===== config.mk =====
export PLATFORM = sky130hd
export DESIGN_NAME = zx_core
export DESIGN_NICKNAME = d
export VERILOG_FILES = /design/src/hw/zx_pkg.sv /design/src/hw/cpu_bus_if.sv /design/src/hw/zx_core.sv /design/src/hw/zx_input_port.sv /design/src/hw/zx_ula_port.sv /design/src/hw/zx_mem_pager.sv /design/src/hw/zx_clock_enable.sv
export SDC_FILE = /design/constraint.sdc
export NUM_CORES = 1
export LEC_CHECK = 0
export ABC_AREA = 0
export BUFFER_PORTS_ARGS = -buffer_cell sky130_fd_sc_hd__buf_2
export CELL_PAD_IN_SITES_DETAIL_PLACEMENT = 2
export CELL_PAD_IN_SITES_GLOBAL_PLACEMENT = 2
export CORE_MARGIN = 10
export CORE_UTILIZATION = 23
export DETAILED_ROUTE_END_ITERATION = 12
export PLACE_DENSITY = 0.72
export SLEW_MARGIN = 5
export SYNTH_ARGS = -nofsm -noshare
export SYNTH_HDL_FRONTEND = slang
export SYNTH_SLANG_ARGS = --single-unit

===== constraint.sdc =====
create_clock -name clk_sys -period 2 [get_ports clk_sys]
set_input_delay 0.6 -clock clk_sys [delete_from_list [all_inputs] [get_ports clk_sys]]
set_output_delay 0.6 -clock clk_sys [all_outputs]
set_load 0.05 [all_outputs]

===== src/hw/zx_pkg.sv =====
//======================================
// Spectrum core shared definitions
// Machine models, turbo speeds, joystick
// modes and RAM address layout
//======================================
package zx_pkg;

	//======================================
	// Enumerations
	//======================================
	typedef enum logic [1:0] {
		MODEL_128,
		MODEL_P1024,
		MODEL_48,
		MODEL_PLUS3
	} zx_model_t;

	// Dividers of 16, 8, 4 and 2 system clocks
	typedef enum logic [1:0] {
		SPEED_X1,
		SPEED_X2,
		SPEED_X4,
		SPEED_X8
	} cpu_speed_t;

	typedef enum logic [2:0] {
		JOY_KEMPSTON,
		JOY_SINCLAIR1,
		JOY_SINCLAIR2,
		JOY_SINCLAIR12,
		JOY_CURSOR
	} joy_mode_t;

	//======================================
	// Data types
	//======================================
	// Active high, bit 5 is second fire
	typedef logic [5:0] joy_t;

	typedef logic [6:0] bank_t;

	typedef struct packed {
		bank_t       bank;
		logic [13:0] offset;
	} mem_addr_t;

	// Joystick bit positions
	localparam int JOY_RIGHT = 0;
	localparam int JOY_LEFT  = 1;
	localparam int JOY_DOWN  = 2;
	localparam int JOY_UP    = 3;
	localparam int JOY_FIRE  = 4;

	//======================================
	// Memory map and port decode
	//======================================
	// ROM images start above the RAM banks
	localparam bank_t ROM_BANK_BASE = 7'd80;

	localparam logic [5:0] PORT_KEMPSTON_LOW = 6'h1F;

endpackage

===== src/hw/cpu_bus_if.sv =====
//======================================
// CPU bus as seen by the peripherals
//======================================
`timescale 1ns/1ns

interface cpu_bus_if;

	// Address and write data from the CPU
	logic [15:0] addr;
	logic [7:0]  dout;

	// Strobes, all active high
	logic        mreq;
	logic        iorq;
	logic        rd;
	logic        wr;
	logic        m1;

	modport listener (
		input addr,
		input dout,
		input mreq,
		input iorq,
		input rd,
		input wr,
		input m1
	);

endinterface


===== src/hw/zx_core.sv =====
//======================================
// Spectrum bus-side core
// Clock enables, pager, ULA port and the
// CPU read path
//======================================
`timescale 1ns/1ns

module zx_core
	import zx_pkg::*;
#(
	parameter int DIV_W = 4
) (
	input  logic        clk_sys,
	input  logic        reset,
	input  zx_model_t   model,
	input  cpu_speed_t  speed,
	input  joy_mode_t   joy_mode,
	input  joy_t        joystick_0,
	input  joy_t        joystick_1,
	input  logic [4:0]  key_data,
	input  logic [15:0] addr,
	input  logic [7:0]  dout,
	input  logic        mreq,
	input  logic        iorq,
	input  logic        rd,
	input  logic        wr,
	input  logic        m1,
	input  logic [7:0]  ram_dout,
	output logic [7:0]  cpu_din,
	output mem_addr_t   ram_addr,
	output logic        ram_we,
	output logic        ram_rd,
	output logic        page_scr,
	output logic [2:0]  border_color,
	output logic        ear_out,
	output logic        mic_out,
	output logic        ce_cpu_p,
	output logic        ce_cpu_n
);

	cpu_bus_if bus ();

	assign bus.addr = addr;
	assign bus.dout = dout;
	assign bus.mreq = mreq;
	assign bus.iorq = iorq;
	assign bus.rd   = rd;
	assign bus.wr   = wr;
	assign bus.m1   = m1;

	//======================================
	// Clocks
	//======================================
	zx_clock_enable #(.DIV_W(DIV_W)) u_clock_enable (
		.clk_sys  (clk_sys),
		.reset    (reset),
		.speed    (speed),
		.ce_cpu_p (ce_cpu_p),
		.ce_cpu_n (ce_cpu_n)
	);

	//======================================
	// Memory and ports
	//======================================
	zx_mem_pager #(.ROM_BASE(ROM_BANK_BASE)) u_mem_pager (
		.clk_sys  (clk_sys),
		.reset    (reset),
		.model    (model),
		.bus      (bus.listener),
		.ram_addr (ram_addr),
		.ram_we   (ram_we),
		.ram_rd   (ram_rd),
		.page_scr (page_scr)
	);

	zx_ula_port u_ula_port (
		.clk_sys      (clk_sys),
		.reset        (reset),
		.bus          (bus.listener),
		.border_color (border_color),
		.ear_out      (ear_out),
		.mic_out      (mic_out)
	);

	zx_input_port u_input_port (
		.bus        (bus.listener),
		.joy_mode   (joy_mode),
		.joystick_0 (joystick_0),
		.joystick_1 (joystick_1),
		.key_data   (key_data),
		.ram_dout   (ram_dout),
		.cpu_din    (cpu_din)
	);

endmodule


===== src/hw/zx_input_port.sv =====
//======================================
// CPU read path
// Joystick to keyboard mapping, Kempston
// port and read data selection
//======================================
`timescale 1ns/1ns

module zx_input_port
	import zx_pkg::*;
(
	cpu_bus_if.listener bus,
	input  joy_mode_t   joy_mode,
	input  joy_t        joystick_0,
	input  joy_t        joystick_1,
	input  logic [4:0]  key_data,
	input  logic [7:0]  ram_dout,
	output logic [7:0]  cpu_din
);

	joy_t       joy_or;
	logic [4:0] row_12;
	logic [4:0] row_11;
	logic [4:0] joy_kbd;
	logic [7:0] kempston;
	logic       mem_rd;
	logic       io_rd;

	// Half-row at addr bit 12 low, keys 6 to 0
	function automatic logic [4:0] row_12_map(input joy_t j);
		return {j[JOY_LEFT], j[JOY_RIGHT], j[JOY_DOWN], j[JOY_UP], j[JOY_FIRE]};
	endfunction

	// Half-row at addr bit 11 low, keys 1 to 5
	function automatic logic [4:0] row_11_map(input joy_t j);
		return {j[JOY_FIRE], j[JOY_UP], j[JOY_DOWN], j[JOY_RIGHT], j[JOY_LEFT]};
	endfunction

	assign joy_or = joystick_0 | joystick_1;

	//======================================
	// Joystick key presses
	//======================================
	always_comb begin
		row_12 = '0;
		row_11 = '0;
		unique case (joy_mode)
			JOY_SINCLAIR1:  row_12 = row_12_map(joy_or);
			JOY_SINCLAIR2:  row_11 = row_11_map(joy_or);
			JOY_SINCLAIR12: begin
				row_12 = row_12_map(joystick_0);
				row_11 = row_11_map(joystick_1);
			end
			JOY_CURSOR: begin
				row_12 = {joy_or[JOY_DOWN], joy_or[JOY_UP], joy_or[JOY_RIGHT], 1'b0,
					joy_or[JOY_FIRE]};
				row_11 = {joy_or[JOY_LEFT], 4'b0000};
			end
			default: ;
		endcase
	end

	// Active low, only rows selected by the address
	assign joy_kbd = ({5{bus.addr[12]}} | ~row_12) & ({5{bus.addr[11]}} | ~row_11);

	assign kempston = (joy_mode == JOY_KEMPSTON) ? {2'b00, joy_or} : 8'h00;

	//======================================
	// Read data mux
	//======================================
	assign mem_rd = bus.mreq && bus.rd;
	assign io_rd  = bus.iorq && !bus.m1 && bus.rd;

	always_comb begin
		if (mem_rd)
			cpu_din = ram_dout;
		else if (io_rd && bus.addr[5:0] == PORT_KEMPSTON_LOW)
			cpu_din = kempston;
		else if (io_rd && !bus.addr[0])
			cpu_din = {3'b111, key_data & joy_kbd};
		else
			cpu_din = 8'hFF;
	end

endmodule


===== src/hw/zx_ula_port.sv =====
//======================================
// ULA port FE output latch
// Border colour, ear and mic bits
//======================================
`timescale 1ns/1ns

module zx_ula_port (
	input  logic        clk_sys,
	input  logic        reset,
	cpu_bus_if.listener bus,
	output logic [2:0]  border_color,
	output logic        ear_out,
	output logic        mic_out
);

	logic ula_we;
	logic ula_we_q;

	// Any even port address selects the ULA
	assign ula_we = bus.iorq && !bus.m1 && bus.wr && !bus.addr[0];

	always_ff @(posedge clk_sys) begin
		if (reset) begin
			ula_we_q     <= 1'b0;
			border_color <= '0;
			ear_out      <= 1'b0;
			mic_out      <= 1'b0;
		end else begin
			ula_we_q <= ula_we;
			if (ula_we && !ula_we_q) begin
				border_color <= bus.dout[2:0];
				ear_out      <= bus.dout[4];
				mic_out      <= bus.dout[3];
			end
		end
	end

endmodule


===== src/hw/zx_mem_pager.sv =====
//======================================
// Memory pager
// 7FFD and 1FFD paging registers, ROM
// page choice and RAM address/strobes
//======================================
`timescale 1ns/1ns

module zx_mem_pager
	import zx_pkg::*;
#(
	parameter bank_t ROM_BASE = ROM_BANK_BASE
) (
	input  logic        clk_sys,
	input  logic        reset,
	input  zx_model_t   model,
	cpu_bus_if.listener bus,
	output mem_addr_t   ram_addr,
	output logic        ram_we,
	output logic        ram_rd,
	output logic        page_scr
);

	zx_model_t  model_q;
	logic [5:0] page_reg;
	logic [2:0] page_reg_plus3;
	logic [2:0] page_hi;
	logic       io_wr;
	logic       io_wr_q;
	logic       wr_edge;
	logic       is_48;
	logic       is_p1024;
	logic       is_plus3;
	logic       page_lock;
	logic       write_7ffd;
	logic       write_1ffd;
	logic       page_special;
	logic [3:0] page_rom;
	logic [1:0] slot;
	bank_t      bank;

	//======================================
	// Port decode
	//======================================
	assign io_wr   = bus.iorq && !bus.m1 && bus.wr;
	assign wr_edge = io_wr && !io_wr_q;

	assign is_48    = (model_q == MODEL_48);
	assign is_p1024 = (model_q == MODEL_P1024);
	assign is_plus3 = (model_q == MODEL_PLUS3);

	// Pentagon 1024 ignores the lock bit
	assign page_lock = is_48 || (page_reg[5] && !is_p1024);

	assign write_7ffd = !bus.addr[15] && !bus.addr[1] &&
		(bus.addr[14] || !is_plus3) && !page_lock;
	assign write_1ffd = is_plus3 && (bus.addr[15:12] == 4'b0001) && !bus.addr[1];

	always_ff @(posedge clk_sys) begin
		if (reset) begin
			model_q        <= model;
			io_wr_q        <= 1'b0;
			page_reg       <= '0;
			page_reg_plus3 <= '0;
			page_hi        <= '0;
		end else begin
			io_wr_q <= io_wr;
			if (wr_edge) begin
				if (write_7ffd) begin
					page_reg <= bus.dout[5:0];
					// Extra bank bits from data 5, 7, 6
					if (is_p1024)
						page_hi <= {bus.dout[5], bus.dout[7:6]};
				end else if (write_1ffd) begin
					page_reg_plus3 <= bus.dout[2:0];
				end
			end
		end
	end

	//======================================
	// Address map
	//======================================
	assign page_special = page_reg_plus3[0];
	assign slot         = bus.addr[15:14];

	always_comb begin
		unique case (model_q)
			MODEL_48:    page_rom = 4'd15;
			MODEL_PLUS3: page_rom = {2'b10, page_reg_plus3[2], page_reg[4]};
			default:     page_rom = {3'b011, page_reg[4]};
		endcase
	end

	always_comb begin
		if (page_special) begin
			// +3 all-RAM configurations
			unique case (page_reg_plus3[2:1])
				2'd0: bank = {5'd0, slot};
				2'd1: bank = {5'd1, slot};
				2'd2: bank = (slot == 2'd3) ? 7'd3 : {5'd1, slot};
				default: begin
					unique case (slot)
						2'd0:    bank = 7'd4;
						2'd1:    bank = 7'd7;
						2'd2:    bank = 7'd6;
						default: bank = 7'd3;
					endcase
				end
			endcase
		end else begin
			unique case (slot)
				2'd0:    bank = ROM_BASE + bank_t'(page_rom);
				2'd1:    bank = 7'd5;
				2'd2:    bank = 7'd2;
				default: bank = {1'b0, page_hi, page_reg[2:0]};
			endcase
		end
	end

	assign ram_addr = '{bank: bank, offset: bus.addr[13:0]};

	assign ram_rd = bus.mreq && bus.rd;
	// ROM slot is read-only outside special mode
	assign ram_we = bus.mreq && bus.wr && (page_special || slot != 2'd0);

	assign page_scr = page_reg[3];

endmodule


===== src/hw/zx_clock_enable.sv =====
//======================================
// CPU clock enable generator
// Positive and negative enables with a
// turbo-selectable divider
//======================================
`timescale 1ns/1ns

module zx_clock_enable
	import zx_pkg::*;
#(
	parameter int DIV_W = 4
) (
	input  logic       clk_sys,
	input  logic       reset,
	input  cpu_speed_t speed,
	output logic       ce_cpu_p,
	output logic       ce_cpu_n
);

	logic [DIV_W-1:0] counter;
	logic [DIV_W-1:0] cnt_next;
	logic [DIV_W-1:0] mask;
	logic [DIV_W-1:0] half;
	cpu_speed_t       speed_q;
	logic [DIV_W+1:0] settle;
	logic             run;

	// Low bits that count within one CPU cycle
	assign mask = {DIV_W{1'b1}} >> speed;
	assign half = (mask >> 1) + 1'b1;

	// Outputs are registered against the next count
	assign cnt_next = counter + 1'b1;

	assign run = (settle == '0) && (speed == speed_q);

	always_ff @(posedge clk_sys) begin
		if (reset) begin
			counter  <= '0;
			speed_q  <= speed;
			settle   <= '0;
			ce_cpu_p <= 1'b0;
			ce_cpu_n <= 1'b0;
		end else begin
			counter <= cnt_next;

			// New speed, hold off for two of its periods
			if (speed != speed_q) begin
				speed_q <= speed;
				settle  <= ({2'b00, {DIV_W{1'b1}} >> speed} + 1'b1) << 1;
			end else if (settle != '0) begin
				settle <= settle - 1'b1;
			end

			ce_cpu_p <= run && ((cnt_next & mask) == '0);
			ce_cpu_n <= run && ((cnt_next & mask) == half);
		end
	end

endmodule


==> results.cfg <==
[grt]
grt_max_degree = 28
antenna_found_initial = 0
grt_pass1_wl_um = 15060
grt_overflow = 0
grt.total_usage = 0.1264
first_global_vias = 2912

[final_layout]
layout_common_cells = buf_2 (68), buf_4 (52), nor2_1 (44), dfxtp_1 (31), mux2i_1 (18)
layout.nets = 472
final_common_cell = buf_2
area_delta_synth_final_pct = 52.68
n_fill_cell = 1165
diodes = 0
layoutNonFillerInstCount = 541
drive_gt1_frac = 0.4583

[critical_path]
cp.required_ns = 1.40
end_kind = output pin
reg2reg_slack_ns = 0.22
path_class = primary input to output pin
cp_max_fo = 5
arrival_ns = 1.81
r2r_cells = 7
startpoint_type = primary input

[die]
die_area_um2 = 14330
die_h_um = 119.7
initial_core_util = 0.2351
fp.dieW_um = 119.7
ios = 102
core_um2 = 9729
row_count = 36

[drt]
postRouteAntennaNets = 0
drt_pass1_iterations = 4
route.vias.total = 2583
routedWlPerCell_um = 17.71
vias_per_cell = 4.774
drc = 0
wl_um = 9581
initialDrtViolationCount = 72

[sta]
layout_min_cycle_time_ns = 2.409
hold_slack_ns = 0.4981
period_share = 1.204
fmax_mhz = 415.1
skew_ns = 0.003249
fin_ws_ns = -0.4088
drv_slew = 0
worst_pin_slew_ns = 0.4561
relSlewSlack = 0.6959
setup_viol = 8
report.final.hold_viol_count = 0
rsz0062_at_grt = yes

[yosys]
syn_area_um2 = 2287
postSynthCellCount = 291
synth-edff-count = 4
synthFlopType = dfxtp_1
synth_seq_cells = 35
yosysUniqueCellTypes = 57
synth_warnings = 0
synth_xor_area_frac = 0.02298
post_synth_fa_ha_maj_area_fraction = 0.01094
synthArstFlopShare = 0
avgSynthCellArea_um2 = 7.860
syn_nets = 356
yosysSeqAreaShare = 0.3239
synth_top_family_by_area = simple AND/OR/NAND/NOR gates
muxShareOfSynthArea = 0.07877
synth-compound-area-share = 0.2205
synth_simple_gate_area_frac = 0.2560

[placement]
io_buffer_count = 91
place_congestion = 0.7978
dpl.cell_count = 523
dp_slack_ns = -0.5964
hpwl_um = 7545

[run_status]
outcome = finished with violations
violations = setup timing

[clock_tree]
cts-root-buf = clkbuf_8
clkSlewWorstSetupHoldPaths_ns = 0.07
h-tree-depth = 2
numCtsBuffers = 5
cts_buffer_depth = 2
clkSinkCount = 35
clk_latency_ns = 0.28
cts_hold_buf = 0
cts_tree = done

[min_path]
min_path_type = register to register
holdPathStages = 2

[power]
power_density_nw_per_um2 = 551.5
p_leak_uw = 0.001595
ir_drop_mv = 0.4411
p_total_uw = 1926

[flow_run]
cap_viol_max_count = 0
[cell type report]
type	count	area (µm²)	area share
Sequential cell	35	740.7	0.2121
Clock inverter	2	12.51	0.003583
Tap cell	133	166.4	0.04765
Inverter	10	40.04	0.01147
Timing Repair Buffer	136	929.6	0.2662
Clock buffer	6	72.57	0.02078
Multi-Input combinational cell	219	1530	0.4382
[cell families after synthesis]
logic type,count (synthesis)
compound gates,79
xor+xnor,6
fa+ha+maj,2
buf+inv,37
flops,35
mux,18
simple gates,114
[Yosys cell counts, types with 2 or more instances]
cell type / number / share of area
inv_2: 2 / 0.0033
mux2i_1: 18 / 0.079
ha_1: 2 / 0.011
dfxtp_1: 31 / 0.27
a22o_1: 3 / 0.011
nor3_1: 7 / 0.015
nand3_1: 7 / 0.015
buf_2: 6 / 0.013
inv_1: 7 / 0.011
o21ai_1: 10 / 0.022
buf_4: 14 / 0.046
nand2b_1: 3 / 0.0082
a31oi_1: 3 / 0.0082
or3_1: 2 / 0.0055
nor2b_1: 12 / 0.033
xor2_1: 2 / 0.0077
nand3b_1: 3 / 0.0098
o21ai_0: 16 / 0.035
clkbuf_1: 7 / 0.011
xnor2_1: 4 / 0.015
a21oi_1: 20 / 0.044
a211oi_1: 5 / 0.016
edfxtp_1: 4 / 0.053
o211ai_1: 4 / 0.013
nor2_1: 50 / 0.082
nand2_1: 16 / 0.026
nor3b_2: 2 / 0.011
o21a_1: 2 / 0.0066
[report_power, final]
group | internal (µW) | leakage, µW | switching [µW]
clock network | 244 | 0.0000412 | 261
logic | 268 | 0.00126 | 387
registers | 738 | 0.000292 | 27.5
total | 1250 | 0.00159 | 676
[metrics by stage]
step / TNS [ns] / util / instance area [µm²]
detailed placement: -4.713 / 0.3194 / 3108
CTS: -3.228 / 0.3503 / 3408
floorplan: -2.004 / - / 2389
finish: -2.978 / 0.3589 / 3492
global placement: -4.544 / 0.3194 / 3108
global route: -3.730 / 0.3589 / 3492
[final timing paths]
kind | startpoint | to
worst max register to register | u_clock_enable.settle[0] | u_clock_enable.settle[3]
worst max-delay path | m1 | cpu_din[3]
worst min-delay path | u_ula_port.border_color[2] | u_ula_port.border_color[2]
worst min register to register | u_ula_port.border_color[2] | u_ula_port.border_color[2]
[repair_timing]
item,4_1_cts,5_1_grt
pin swaps,11,9
buffers inserted,6,4
gates resized for setup,52,18
endpoints found under the setup margin,16,15
[layer usage]
layer	routed length [µm]	part of all wire	GRT usage	vias up
met5	0	0	0	-
met4	82	0.0086	0.02262	0
met3	502	0.052	0.03329	6
met2	4976	0.52	0.2366	73
met1	4019	0.42	0.1407	1254
li1	-	-	-	1250
[critical path, cell delays in order]
cell	delay [ns]
buf_6	0.09
nand3b_1	0.24
buf_4	0.19
nor2_2	0.06
buf_4	0.15
o21ai_2	0.08
a22o_2	0.24
buf_8	0.15
(Power assumes the default switching activity.)
